$ cat config.mk
export PLATFORM = sky130hd
export DESIGN_NAME = axi_read_xbar
export DESIGN_NICKNAME = d
export VERILOG_FILES = /design/src/axi_xbar_pkg.sv /design/src/ai_dispatcher.sv /design/src/ai_slave_arbiter.sv /design/src/ai_wrr_grant.sv /design/src/axi_read_xbar.sv
export SDC_FILE = /design/constraint.sdc
export NUM_CORES = 1
export LEC_CHECK = 0
export BUFFER_PORTS_ARGS = -buffer_cell sky130_fd_sc_hd__buf_4
export CAP_MARGIN = 40
export CORE_AREA = 10 10 128 130
export DETAILED_ROUTE_END_ITERATION = 6
export DIE_AREA = 0 0 138 140
export PLACE_DENSITY = 0.81
export REMOVE_ABC_BUFFERS = 1
export SYNTH_ARGS = -nofsm -noshare
export SYNTH_HDL_FRONTEND = slang
export SYNTH_SLANG_ARGS = --single-unit
$ cat constraint.sdc
create_clock -name aclk_i -period 3.4 [get_ports aclk_i]
set_input_delay 0.17 -clock aclk_i [delete_from_list [all_inputs] [get_ports aclk_i]]
set_output_delay 0.17 -clock aclk_i [all_outputs]
set_load 0.01 [all_outputs]
$ cat src/axi_xbar_pkg.sv
package axi_xbar_pkg;

    // Crossbar size
    localparam int MST_AMT = 2;
    localparam int SLV_AMT = 2;

    // Channel widths
    localparam int ADDR_W   = 32;
    localparam int DATA_W   = 32;
    localparam int MST_ID_W = 4;
    // Master index sits above the master's own ID
    localparam int SLV_ID_W = MST_ID_W + $clog2(MST_AMT);
    localparam int LEN_W    = 3;
    localparam int RESP_W   = 2;

    // Reads in flight per master
    localparam int OUTST_MAX = 4;

    // Arbitration weights in grants per turn
    localparam int MST_WEIGHT0 = 3;
    localparam int MST_WEIGHT1 = 1;

    // Top address bit picks the slave
    localparam int SLV_SEL_BIT = ADDR_W - 1;

    typedef logic [ADDR_W-1:0]   addr_t;
    typedef logic [DATA_W-1:0]   data_t;
    typedef logic [MST_ID_W-1:0] mst_id_t;
    typedef logic [SLV_ID_W-1:0] slv_id_t;
    typedef logic [LEN_W-1:0]    len_t;
    typedef logic [RESP_W-1:0]   resp_t;
    typedef logic                mst_sel_t;
    typedef logic                slv_sel_t;
    typedef logic [1:0]          credit_t;
    typedef logic [2:0]          outst_t;

endpackage

$ cat src/ai_dispatcher.sv
module ai_dispatcher (
    input  logic                                 aclk_i,
    input  logic                                 reset_i,
    // Master AR and R
    input  axi_xbar_pkg::mst_id_t                m_arid_i,
    input  axi_xbar_pkg::addr_t                  m_araddr_i,
    input  axi_xbar_pkg::len_t                   m_arlen_i,
    input  logic                                 m_arvalid_i,
    input  logic                                 m_rready_i,
    output logic                                 m_arready_o,
    output axi_xbar_pkg::mst_id_t                m_rid_o,
    output axi_xbar_pkg::data_t                  m_rdata_o,
    output axi_xbar_pkg::resp_t                  m_rresp_o,
    output logic                                 m_rlast_o,
    output logic                                 m_rvalid_o,
    // Slave arbiters
    output logic [axi_xbar_pkg::SLV_AMT-1:0]     sa_arvalid_o,
    input  logic [axi_xbar_pkg::SLV_AMT-1:0]     sa_arready_i,
    input  axi_xbar_pkg::mst_id_t                sa_rid_i [axi_xbar_pkg::SLV_AMT],
    input  axi_xbar_pkg::data_t                  sa_rdata_i [axi_xbar_pkg::SLV_AMT],
    input  axi_xbar_pkg::resp_t                  sa_rresp_i [axi_xbar_pkg::SLV_AMT],
    input  logic [axi_xbar_pkg::SLV_AMT-1:0]     sa_rlast_i,
    input  logic [axi_xbar_pkg::SLV_AMT-1:0]     sa_rvalid_i,
    output logic [axi_xbar_pkg::SLV_AMT-1:0]     sa_rready_o
);
    import axi_xbar_pkg::*;

    outst_t   outst_cnt_q;
    slv_sel_t outst_slv_q;
    slv_sel_t ar_slv;
    logic     ar_allow;
    logic     ar_hs;
    logic     r_done;

    assign ar_slv = m_araddr_i[SLV_SEL_BIT];

    // New read only below the limit and only to the slave already in use
    assign ar_allow = (outst_cnt_q != outst_t'(OUTST_MAX)) &&
                      ((outst_cnt_q == '0) || (outst_slv_q == ar_slv));

    always_comb begin
        for (int s = 0; s < SLV_AMT; s++) begin
            sa_arvalid_o[s] = m_arvalid_i && ar_allow && (ar_slv == slv_sel_t'(s));
            sa_rready_o[s]  = m_rready_i && (outst_slv_q == slv_sel_t'(s));
        end
    end

    assign m_arready_o = ar_allow && sa_arready_i[ar_slv];
    assign ar_hs       = m_arvalid_i && m_arready_o;

    // Return path follows the tracked slave
    assign m_rvalid_o = sa_rvalid_i[outst_slv_q];
    assign m_rid_o    = sa_rid_i[outst_slv_q];
    assign m_rdata_o  = sa_rdata_i[outst_slv_q];
    assign m_rresp_o  = sa_rresp_i[outst_slv_q];
    assign m_rlast_o  = sa_rlast_i[outst_slv_q];

    assign r_done = m_rvalid_o && m_rready_i && m_rlast_o;

    always_ff @(posedge aclk_i) begin
        if (reset_i) begin
            outst_cnt_q <= '0;
            outst_slv_q <= '0;
        end else begin
            if (ar_hs && !r_done) begin
                outst_cnt_q <= outst_cnt_q + 1'b1;
            end else if (!ar_hs && r_done) begin
                outst_cnt_q <= outst_cnt_q - 1'b1;
            end
            if (ar_hs) begin
                outst_slv_q <= ar_slv;
            end
        end
    end

    // Limit holds across any mix of AR and R traffic
    assert property (@(posedge aclk_i) disable iff (reset_i)
        outst_cnt_q <= outst_t'(OUTST_MAX));

    // Arbiters only steer data to a master that has a read open
    assert property (@(posedge aclk_i) disable iff (reset_i)
        m_rvalid_o |-> (outst_cnt_q != '0));

    // Master keeps its request steady until taken
    assert property (@(posedge aclk_i) disable iff (reset_i)
        (m_arvalid_i && !m_arready_o) |=>
            (m_arvalid_i && $stable(m_arid_i) && $stable(m_araddr_i) &&
             $stable(m_arlen_i)));

endmodule

$ cat src/ai_slave_arbiter.sv
module ai_slave_arbiter (
    input  logic                                 aclk_i,
    input  logic                                 reset_i,
    // Dispatchers
    input  logic [axi_xbar_pkg::MST_AMT-1:0]     dsp_arvalid_i,
    input  axi_xbar_pkg::mst_id_t                dsp_arid_i [axi_xbar_pkg::MST_AMT],
    input  axi_xbar_pkg::addr_t                  dsp_araddr_i [axi_xbar_pkg::MST_AMT],
    input  axi_xbar_pkg::len_t                   dsp_arlen_i [axi_xbar_pkg::MST_AMT],
    input  logic [axi_xbar_pkg::MST_AMT-1:0]     dsp_rready_i,
    output logic [axi_xbar_pkg::MST_AMT-1:0]     dsp_arready_o,
    output axi_xbar_pkg::mst_id_t                dsp_rid_o,
    output axi_xbar_pkg::data_t                  dsp_rdata_o,
    output axi_xbar_pkg::resp_t                  dsp_rresp_o,
    output logic                                 dsp_rlast_o,
    output logic [axi_xbar_pkg::MST_AMT-1:0]     dsp_rvalid_o,
    // Slave
    output axi_xbar_pkg::slv_id_t                s_arid_o,
    output axi_xbar_pkg::addr_t                  s_araddr_o,
    output axi_xbar_pkg::len_t                   s_arlen_o,
    output logic                                 s_arvalid_o,
    output logic                                 s_rready_o,
    input  logic                                 s_arready_i,
    input  axi_xbar_pkg::slv_id_t                s_rid_i,
    input  axi_xbar_pkg::data_t                  s_rdata_i,
    input  axi_xbar_pkg::resp_t                  s_rresp_i,
    input  logic                                 s_rlast_i,
    input  logic                                 s_rvalid_i
);
    import axi_xbar_pkg::*;

    logic [MST_AMT-1:0] grant;
    mst_sel_t           gnt_idx;
    mst_sel_t           r_mst;
    logic               stage_take;
    logic               stage_load;

    ai_wrr_grant u_wrr_grant (
        .aclk_i   (aclk_i),
        .reset_i  (reset_i),
        .req_i    (dsp_arvalid_i),
        .accept_i (stage_load),
        .grant_o  (grant)
    );

    // Stage takes a new request when empty or draining this cycle
    assign stage_take    = !s_arvalid_o || s_arready_i;
    assign stage_load    = stage_take && (|grant);
    assign dsp_arready_o = stage_take ? grant : '0;

    always_comb begin
        gnt_idx = '0;
        for (int m = 0; m < MST_AMT; m++) begin
            if (grant[m]) begin
                gnt_idx = mst_sel_t'(m);
            end
        end
    end

    always_ff @(posedge aclk_i) begin
        if (reset_i) begin
            s_arvalid_o <= 1'b0;
        end else if (stage_take) begin
            s_arvalid_o <= stage_load;
        end
    end

    // Master index goes on top of the master's ID
    always_ff @(posedge aclk_i) begin
        if (stage_load) begin
            s_arid_o   <= {gnt_idx, dsp_arid_i[gnt_idx]};
            s_araddr_o <= dsp_araddr_i[gnt_idx];
            s_arlen_o  <= dsp_arlen_i[gnt_idx];
        end
    end

    // R goes back to the master named in the top ID bit
    assign r_mst       = s_rid_i[SLV_ID_W-1];
    assign dsp_rid_o   = s_rid_i[MST_ID_W-1:0];
    assign dsp_rdata_o = s_rdata_i;
    assign dsp_rresp_o = s_rresp_i;
    assign dsp_rlast_o = s_rlast_i;
    assign s_rready_o  = dsp_rready_i[r_mst];

    always_comb begin
        for (int m = 0; m < MST_AMT; m++) begin
            dsp_rvalid_o[m] = s_rvalid_i && (r_mst == mst_sel_t'(m));
        end
    end

    // Request to the slave holds while stalled
    assert property (@(posedge aclk_i) disable iff (reset_i)
        (s_arvalid_o && !s_arready_i) |=>
            (s_arvalid_o && $stable(s_arid_o) && $stable(s_araddr_o) &&
             $stable(s_arlen_o)));

endmodule

$ cat src/ai_wrr_grant.sv
module ai_wrr_grant (
    input  logic                              aclk_i,
    input  logic                              reset_i,
    input  logic [axi_xbar_pkg::MST_AMT-1:0]  req_i,
    input  logic                              accept_i,
    output logic [axi_xbar_pkg::MST_AMT-1:0]  grant_o
);
    import axi_xbar_pkg::*;

    mst_sel_t ptr_q;
    mst_sel_t ptr_nxt;
    mst_sel_t oth;
    credit_t  credit_q;
    credit_t  credit_nxt;

    function automatic credit_t weight_of(mst_sel_t mst);
        return mst ? credit_t'(MST_WEIGHT1) : credit_t'(MST_WEIGHT0);
    endfunction

    assign oth = ~ptr_q;

    always_comb begin
        grant_o    = '0;
        ptr_nxt    = ptr_q;
        credit_nxt = credit_q;
        if (req_i[ptr_q] && (credit_q != '0)) begin
            // Current master still has credit
            grant_o[ptr_q] = 1'b1;
            credit_nxt     = credit_q - 1'b1;
        end else if (req_i[oth]) begin
            grant_o[oth] = 1'b1;
            ptr_nxt      = oth;
            credit_nxt   = weight_of(oth) - 1'b1;
        end else if (req_i[ptr_q]) begin
            // Out of credit but alone, so start a fresh turn
            grant_o[ptr_q] = 1'b1;
            credit_nxt     = weight_of(ptr_q) - 1'b1;
        end
    end

    always_ff @(posedge aclk_i) begin
        if (reset_i) begin
            ptr_q    <= '0;
            credit_q <= credit_t'(MST_WEIGHT0);
        end else if (accept_i) begin
            ptr_q    <= ptr_nxt;
            credit_q <= credit_nxt;
        end
    end

    assert property (@(posedge aclk_i) disable iff (reset_i)
        $onehot0(grant_o));

endmodule

$ cat src/axi_read_xbar.sv
module axi_read_xbar (
    input  logic                                 aclk_i,
    input  logic                                 reset_i,
    // Masters
    input  axi_xbar_pkg::mst_id_t                m_arid_i [axi_xbar_pkg::MST_AMT],
    input  axi_xbar_pkg::addr_t                  m_araddr_i [axi_xbar_pkg::MST_AMT],
    input  axi_xbar_pkg::len_t                   m_arlen_i [axi_xbar_pkg::MST_AMT],
    input  logic [axi_xbar_pkg::MST_AMT-1:0]     m_arvalid_i,
    output logic [axi_xbar_pkg::MST_AMT-1:0]     m_arready_o,
    output axi_xbar_pkg::mst_id_t                m_rid_o [axi_xbar_pkg::MST_AMT],
    output axi_xbar_pkg::data_t                  m_rdata_o [axi_xbar_pkg::MST_AMT],
    output axi_xbar_pkg::resp_t                  m_rresp_o [axi_xbar_pkg::MST_AMT],
    output logic [axi_xbar_pkg::MST_AMT-1:0]     m_rlast_o,
    output logic [axi_xbar_pkg::MST_AMT-1:0]     m_rvalid_o,
    input  logic [axi_xbar_pkg::MST_AMT-1:0]     m_rready_i,
    // Slaves
    output axi_xbar_pkg::slv_id_t                s_arid_o [axi_xbar_pkg::SLV_AMT],
    output axi_xbar_pkg::addr_t                  s_araddr_o [axi_xbar_pkg::SLV_AMT],
    output axi_xbar_pkg::len_t                   s_arlen_o [axi_xbar_pkg::SLV_AMT],
    output logic [axi_xbar_pkg::SLV_AMT-1:0]     s_arvalid_o,
    input  logic [axi_xbar_pkg::SLV_AMT-1:0]     s_arready_i,
    input  axi_xbar_pkg::slv_id_t                s_rid_i [axi_xbar_pkg::SLV_AMT],
    input  axi_xbar_pkg::data_t                  s_rdata_i [axi_xbar_pkg::SLV_AMT],
    input  axi_xbar_pkg::resp_t                  s_rresp_i [axi_xbar_pkg::SLV_AMT],
    input  logic [axi_xbar_pkg::SLV_AMT-1:0]     s_rlast_i,
    input  logic [axi_xbar_pkg::SLV_AMT-1:0]     s_rvalid_i,
    output logic [axi_xbar_pkg::SLV_AMT-1:0]     s_rready_o
);
    import axi_xbar_pkg::*;

    // Dispatcher side indexed by [master][slave]
    logic [SLV_AMT-1:0] dsp_arvalid [MST_AMT];
    logic [SLV_AMT-1:0] dsp_arready [MST_AMT];
    logic [SLV_AMT-1:0] dsp_rvalid  [MST_AMT];
    logic [SLV_AMT-1:0] dsp_rready  [MST_AMT];
    // Arbiter side indexed by [slave][master]
    logic [MST_AMT-1:0] sa_arvalid  [SLV_AMT];
    logic [MST_AMT-1:0] sa_arready  [SLV_AMT];
    logic [MST_AMT-1:0] sa_rvalid   [SLV_AMT];
    logic [MST_AMT-1:0] sa_rready   [SLV_AMT];
    // R payload seen by every dispatcher
    mst_id_t            sa_rid      [SLV_AMT];
    data_t              sa_rdata    [SLV_AMT];
    resp_t              sa_rresp    [SLV_AMT];
    logic [SLV_AMT-1:0] sa_rlast;

    always_comb begin
        for (int m = 0; m < MST_AMT; m++) begin
            for (int s = 0; s < SLV_AMT; s++) begin
                sa_arvalid[s][m]  = dsp_arvalid[m][s];
                dsp_arready[m][s] = sa_arready[s][m];
                dsp_rvalid[m][s]  = sa_rvalid[s][m];
                sa_rready[s][m]   = dsp_rready[m][s];
            end
        end
    end

    for (genvar m = 0; m < MST_AMT; m++) begin : g_mst
        ai_dispatcher u_dispatcher (
            .aclk_i       (aclk_i),
            .reset_i      (reset_i),
            .m_arid_i     (m_arid_i[m]),
            .m_araddr_i   (m_araddr_i[m]),
            .m_arlen_i    (m_arlen_i[m]),
            .m_arvalid_i  (m_arvalid_i[m]),
            .m_rready_i   (m_rready_i[m]),
            .m_arready_o  (m_arready_o[m]),
            .m_rid_o      (m_rid_o[m]),
            .m_rdata_o    (m_rdata_o[m]),
            .m_rresp_o    (m_rresp_o[m]),
            .m_rlast_o    (m_rlast_o[m]),
            .m_rvalid_o   (m_rvalid_o[m]),
            .sa_arvalid_o (dsp_arvalid[m]),
            .sa_arready_i (dsp_arready[m]),
            .sa_rid_i     (sa_rid),
            .sa_rdata_i   (sa_rdata),
            .sa_rresp_i   (sa_rresp),
            .sa_rlast_i   (sa_rlast),
            .sa_rvalid_i  (dsp_rvalid[m]),
            .sa_rready_o  (dsp_rready[m])
        );
    end

    // AR payload goes straight from the masters while valid is decoded
    for (genvar s = 0; s < SLV_AMT; s++) begin : g_slv
        ai_slave_arbiter u_slave_arbiter (
            .aclk_i        (aclk_i),
            .reset_i       (reset_i),
            .dsp_arvalid_i (sa_arvalid[s]),
            .dsp_arid_i    (m_arid_i),
            .dsp_araddr_i  (m_araddr_i),
            .dsp_arlen_i   (m_arlen_i),
            .dsp_rready_i  (sa_rready[s]),
            .dsp_arready_o (sa_arready[s]),
            .dsp_rid_o     (sa_rid[s]),
            .dsp_rdata_o   (sa_rdata[s]),
            .dsp_rresp_o   (sa_rresp[s]),
            .dsp_rlast_o   (sa_rlast[s]),
            .dsp_rvalid_o  (sa_rvalid[s]),
            .s_arid_o      (s_arid_o[s]),
            .s_araddr_o    (s_araddr_o[s]),
            .s_arlen_o     (s_arlen_o[s]),
            .s_arvalid_o   (s_arvalid_o[s]),
            .s_rready_o    (s_rready_o[s]),
            .s_arready_i   (s_arready_i[s]),
            .s_rid_i       (s_rid_i[s]),
            .s_rdata_i     (s_rdata_i[s]),
            .s_rresp_i     (s_rresp_i[s]),
            .s_rlast_i     (s_rlast_i[s]),
            .s_rvalid_i    (s_rvalid_i[s])
        );
    end

endmodule

* Word-level counts from Yosys, hierarchy flattened *
Cells that the tools add are included.

cells by class
  add/subtract/negate cells = 10
  order comparisons = 18
  eq/ne operators = 4
  mux-type cells = 92
  bitwise gates (word level) = 14
  reduce and logical (&&, ||, !) cells = 60

operator list
  operator                                                              number
  32-bit two-way mux                                                    12
  2-bit two-way mux                                                     24
  4-bit two-way mux                                                     12
  1-bit logical AND                                                     36
  1-bit two-way mux                                                     30
  3-bit two-way mux                                                     10
  1-bit by 2-bit < comparator with 1-bit output, second input constant  10
  2-bit by 1-bit subtractor with 2-bit output, second input constant    6
  1-bit inverter                                                        10
  2-bit greater-or-equal comparator, second input constant              4
  1-bit inverter with 2-bit output                                      4
  2-bit nonzero test                                                    4
  3-bit by 1-bit adder with 3-bit output, second input constant         2
  1-bit zero test                                                       6
  3-bit zero test                                                       2
  3-bit inequality test, second input constant                          2
  3-bit AND reduction                                                   2
  3-bit nonzero test                                                    2
  3-bit by 1-bit subtractor with 3-bit output, second input constant    2
  1-bit demux with 1-bit select                                         4
  1-bit greater-or-equal comparator, second input constant              4
  1-bit logical OR                                                      4
  2-bit AND reduction                                                   2
  2-bit OR reduction                                                    2
  1-bit equality test                                                   2

storage, ports and cells
  flip-flop bits (word level) = 96
  output and inout port bits = 166
  logic and storage cells = 214

* Longest topological paths before layout *
  depth after elaboration = 19
  mapped depth = 12
  mapped depth without buffers = 11

* Modules after synthesis *
Synthesis repeated with hierarchy kept, for this count alone.

second synthesis, totals
  cell total of the unflattened synthesis = 472
  area total of the unflattened synthesis = 6373.6 µm²

modules (own cells, without submodules)
  module                                               times used  cells an instance  area each (µm²)
  ai_slave_arbiter                                     2           133                2213.4
  ai_dispatcher                                        2           81                 787.0
  ai_wrr_grant (g_slv[1].u_slave_arbiter.u_wrr_grant)  1           22                 188.9
  ai_wrr_grant (g_slv[0].u_slave_arbiter.u_wrr_grant)  1           22                 183.9

* Worst setup path before layout *
Ideal clock, no wire load.

  path kind = register to register
  start = register g_mst[0].u_dispatcher.outst_slv_q
  end = register g_slv[1].u_slave_arbiter.u_wrr_grant.credit_q[1]
  setup time = 122 ps
  data arrival time = 3400 ps
  data required time = 3278 ps
  slack = -122 ps
  cell stages (with the launch flop) = 6
  clock period less this slack = 3522 ps
  cell sequence = dfxtp_1 -> clkbuf_1 -> o2111ai_1 -> a21oi_1 -> nand2_1 -> a221o_1

on the way
  longest elaborated chain between the ends = 13
  elaborated cells on any way between the ends = 19

ends and longest elaborated chain
  item                                                  line                                    source
  start, declared                                       ai_dispatcher.sv:29                     slv_sel_t outst_slv_q;
  start signal, assigned                                ai_dispatcher.sv:71                     outst_slv_q <= ar_slv;
  1-bit equality test (*)                               ai_dispatcher.sv:39                     ((outst_cnt_q == '0) || (outst_slv_q == ar_slv));
  1-bit logical OR (*)                                  ai_dispatcher.sv:39
  1-bit logical AND (*)                                 ai_dispatcher.sv:38                     assign ar_allow = (outst_cnt_q != outst_t'(OUTST_MAX)) &&
  1-bit logical AND (*) (2 in a row)                    ai_dispatcher.sv:43                     sa_arvalid_o[s] = m_arvalid_i && ar_allow && (ar_slv == slv_sel_t'(s));
  1-bit two-way mux (not written as such) (2 in a row)  ai_wrr_grant.sv:26, ai_wrr_grant.sv:34
  2-bit two-way mux                                     ai_wrr_grant.sv:34                      end else if (req_i[ptr_q]) begin
  2-bit two-way mux                                     ai_wrr_grant.sv:30                      end else if (req_i[oth]) begin
  2-bit two-way mux (*)                                 ai_wrr_grant.sv:26                      if (req_i[ptr_q] && (credit_q != '0)) begin
  2-bit OR reduction (*)                                ai_slave_arbiter.sv:47                  assign stage_load = stage_take && (|grant);
  1-bit logical AND (*)                                 ai_slave_arbiter.sv:47
  via g_slv[1].u_slave_arbiter.stage_load               ai_slave_arbiter.sv:35                  logic stage_load;
  2-bit AND reduction (no source line) (*)              -
  end signal, assigned                                  ai_wrr_grant.sv:44                      credit_q <= credit_t'(MST_WEIGHT0);
  end signal, assigned                                  ai_wrr_grant.sv:47                      credit_q <= credit_nxt;
  end, declared                                         ai_wrr_grant.sv:13                      credit_t credit_q;

Mark *: on every way through the listed nets, which the timed path passes. The rest lies on a longest branch. The select of a mux whose other input is x is not followed.
A chain may end at the register's enable or synchronous reset.

* Worst setup path in the final report *
  start = register g_mst[1].u_dispatcher.outst_cnt_q[0]
  end = register g_mst[0].u_dispatcher.outst_cnt_q[2]

on the way
  longest elaborated chain between the ends = 18
  elaborated cells on any way between the ends = 34

ends and longest elaborated chain
  item                                                      line                                    source
  start, declared                                           ai_dispatcher.sv:28                     outst_t outst_cnt_q;
  start signal, assigned                                    ai_dispatcher.sv:66                     outst_cnt_q <= outst_cnt_q + 1'b1;
  start signal, assigned                                    ai_dispatcher.sv:68                     outst_cnt_q <= outst_cnt_q - 1'b1;
  3-bit zero test                                           ai_dispatcher.sv:39
  1-bit logical OR                                          ai_dispatcher.sv:39
  1-bit logical AND (*)                                     ai_dispatcher.sv:38
  1-bit logical AND (*)                                     ai_dispatcher.sv:43
  1-bit logical AND                                         ai_dispatcher.sv:43
  1-bit two-way mux (not written as such) (2 in a row)      ai_wrr_grant.sv:26, ai_wrr_grant.sv:34
  2-bit two-way mux                                         ai_wrr_grant.sv:34
  2-bit two-way mux                                         ai_wrr_grant.sv:30
  2-bit two-way mux                                         ai_wrr_grant.sv:26
  2-bit two-way mux                                         ai_slave_arbiter.sv:48                  assign dsp_arready_o = stage_take ? grant : '0;
  1-bit two-way mux (not written as such) (*) (2 in a row)  ai_dispatcher.sv:48                     assign m_arready_o = ar_allow && sa_arready_i[ar_slv];
  1-bit logical AND (*)                                     ai_dispatcher.sv:48
  1-bit logical AND (*)                                     ai_dispatcher.sv:49                     assign ar_hs = m_arvalid_i && m_arready_o;
  via g_mst[0].u_dispatcher.ar_hs                           ai_dispatcher.sv:32                     logic ar_hs;
  1-bit zero test                                           ai_dispatcher.sv:67                     end else if (!ar_hs && r_done) begin
  1-bit logical AND                                         ai_dispatcher.sv:67
  2-bit nonzero test (no source line)                       -
  end signal, assigned                                      ai_dispatcher.sv:66
  end signal, assigned                                      ai_dispatcher.sv:68
  end, declared                                             ai_dispatcher.sv:28

Marks and branches as above.

==> impl_metrics.toml <==
[global_routing]
grt_overflow = 0
grt_pass1_vias = 5184
grtUsageTotal_pct = 20.4
grt_max_degree = 44
grt_pass1_wl_mm = 31.1
antenna_found_initial = 2

[route]
totalWireLength_mm = 20.9
num_vias = 4582
viasPerCell = 5.09
drc = 0
ant_nets = 0
first_pass_iters = 4
drt-initial-drc-count = 236
wl_per_cell_um = 23.2

[place]
gp_congestion = 0.911
dp_slack_ps = 667
dp_hpwl_mm = 17.2
io_buffer_count = 333
dp.cells = 883

[floorplanning]
start_util_pct = 39.5
rows = 43
die_height_um = 140
io_pins = 334
die-area_sq_um = 19300
core_sq_um = 13800
die_w_um = 138

[critical_path]
cp.required_ps = 3670
endpoint_kind = "flop"
start_kind = "flop"
worstPathArrival_ps = 3010
cp_max_fo = 5
rrSetupSlack_ps = 660
path_class = "flop to flop"

[synthesis]
async_reset_ff_share_pct = 0
synthesis.area_sq_um = 5440
synth_top_area_share_pct = 44.2
ys_ff_latch = 96
synth_top_cell_by_area = "edfxtp_1"
synth_flop_cell = "edfxtp_1"
synth_edf_count = 80
ys_top_cells_by_area = "edfxtp_1, mux2_2, dfxtp_1"
yosys_warnings = 0
ys_seq_area_share_pct = 50.0
synth.avg_cell_area_sq_um = 13.7
yosysUniqueCellTypes = 52
synthesis.instances = 396

[power]
p_leak_uw = 0.00357
power.total_uw = 5000
cellPowerDensity_nw_per_um2 = 597
vdd_drop_max_v = 0.000241

[sta]
grt_setup_unrepaired = "false"
finalCriticalPeriod_ps = 2740
tns_ps = 0
setup_viol = 0
max_freq_ghz = 0.365
hold_viol = 0
tightest_slew_ps = 781
skew_ps = 11.5
fin_ws_ps = 659
fin_crit_sh_pct = 80.6
relSlewSlack_pct = 47.8
slew_violations = 0

[worst_hold_path]
hold_path_class = "primary input to flop"

[finish]
drive_above_1_share_pct = 72.0
layout_commonest_cell = "buf_4"
n_fill_cell = 1107
area_growth_pct = 53.9
final_cell_mix = "buf_4, mux2_2, edfxtp_1"
nNetsFinal = 886
fin_cells = 901

[clock_network]
cts-htree-levels = 3
cts-resized-gates = 0
cts_root_buf = "clkbuf_16"
hold_buffers = 0
post-cts-setup-buffers = 0
clockBufferDepth = 2
clock_latency_ps = 330
path_clk_slew_ps = 70
clock_sinks = 96
cts_tree = "built"
cts_buffers = 9

[run]
cap_violations = 0

[run_status]
status = "finished, final reports clean"
[final timing paths]
kind / start / to / cells after the start
setup / recovery: g_mst[1].u_dispatcher.outst_cnt_q[0] / g_mst[0].u_dispatcher.outst_cnt_q[2] / 10
hold / removal: m_araddr_i[58] / g_slv[0].u_slave_arbiter.s_araddr_o[26] / 2
hold reg to reg: g_mst[1].u_dispatcher.outst_slv_q / g_mst[1].u_dispatcher.outst_slv_q / 2
setup reg to reg: g_mst[1].u_dispatcher.outst_cnt_q[0] / g_mst[0].u_dispatcher.outst_cnt_q[2] / 10
[critical path: stages, from the launching register on]
cell	delay, ps
dfxtp_1	370
or3b_1	440
and4b_1	260
a21oi_1	270
a21o_1	130
ha_1	180
inv_1	60
fa_1	370
xor2_1	160
or3_1	300
a21oi_1	130
[metal layers]
layer	GRT usage, %	up-vias	share of wire [%]
met1	21.0	2175	36
li1	-	2137	-
met3	8.76	14	10
met2	37.0	256	53
met5	0	-	0
met4	5.60	0	1.3
[stage by stage]
| step | hold slack, ps | utilization, % | instance area, sq um |
|---|---|---|---|
| 2_1_floorplan | 239 | - | 5240 |
| 3_3_place_gp | 464 | 58.4 | 8040 |
| 3_5_place_dp | 474 | 58.4 | 8040 |
| 4_1_cts | 131 | 60.7 | 8370 |
| 5_1_grt | 130 | 60.8 | 8370 |
| 6_report | 144 | 60.8 | 8370 |
[layout make-up]
type                       instances  area, sq um  area share, %
multi-input combinational        263         2510           30.0
timing repair buffer             339         2560           30.5
clock buffer                      10          229           2.74
sequential                        96         2730           32.6
tap                              180          225           2.69
antenna                            2         5.00         0.0598
clock inverter                     6         98.8           1.18
inverter                           5         18.8          0.224
[report_power, final]
part / switching (uW) / total (uW) / internal, uW
Sequential: 158 / 1830 / 1670
Clock: 432 / 1090 / 658
Combinational: 1010 / 2080 / 1070
[kinds of logic (layout without fill, tap and decap cells)]
kind of cell,Yosys count,count (layout),share of synthesized area [%]
muxes,157,157,33.0
adders and majority gates,4,4,1.20
DFF,96,96,50.0
buffers and inverters,37,360,4.12
and+or+nand+nor,57,57,5.75
other,0,2,0
xor gates and xnor gates,6,6,0.966
AOI/OAI and AO/OA,39,39,4.88
[flip-flops by register name (all words and copies together), names as in the netlist]
signal	count
g_mst.u_dispatcher.outst_slv_q	2
g_slv.u_slave_arbiter.u_wrr_grant.credit_q	4
g_slv.u_slave_arbiter.s_araddr_o	64
g_slv.u_slave_arbiter.s_arid_o	10
g_slv.u_slave_arbiter.u_wrr_grant.ptr_q	2
g_slv.u_slave_arbiter.s_arlen_o	6
g_slv.u_slave_arbiter.s_arvalid_o	2
g_mst.u_dispatcher.outst_cnt_q	6
[Yosys cell counts, types with 2 or more instances]
master	number
buf_1	6
a21o_1	4
mux2_1	2
or3_1	2
buf_4	16
dfxtp_1	16
a31oi_1	2
inv_1	5
mux2i_1	3
fa_1	2
mux2_2	143
a21oi_1	8
nand3_1	5
a221o_1	3
nand2b_1	4
xor2_1	5
nand2_1	15
nor3_1	3
mux2_4	9
nor2b_1	2
ha_1	2
clkbuf_1	7
nor2_1	12
o21ai_0	13
edfxtp_1	80
Note: power is estimated with default switching activity, not from simulation.
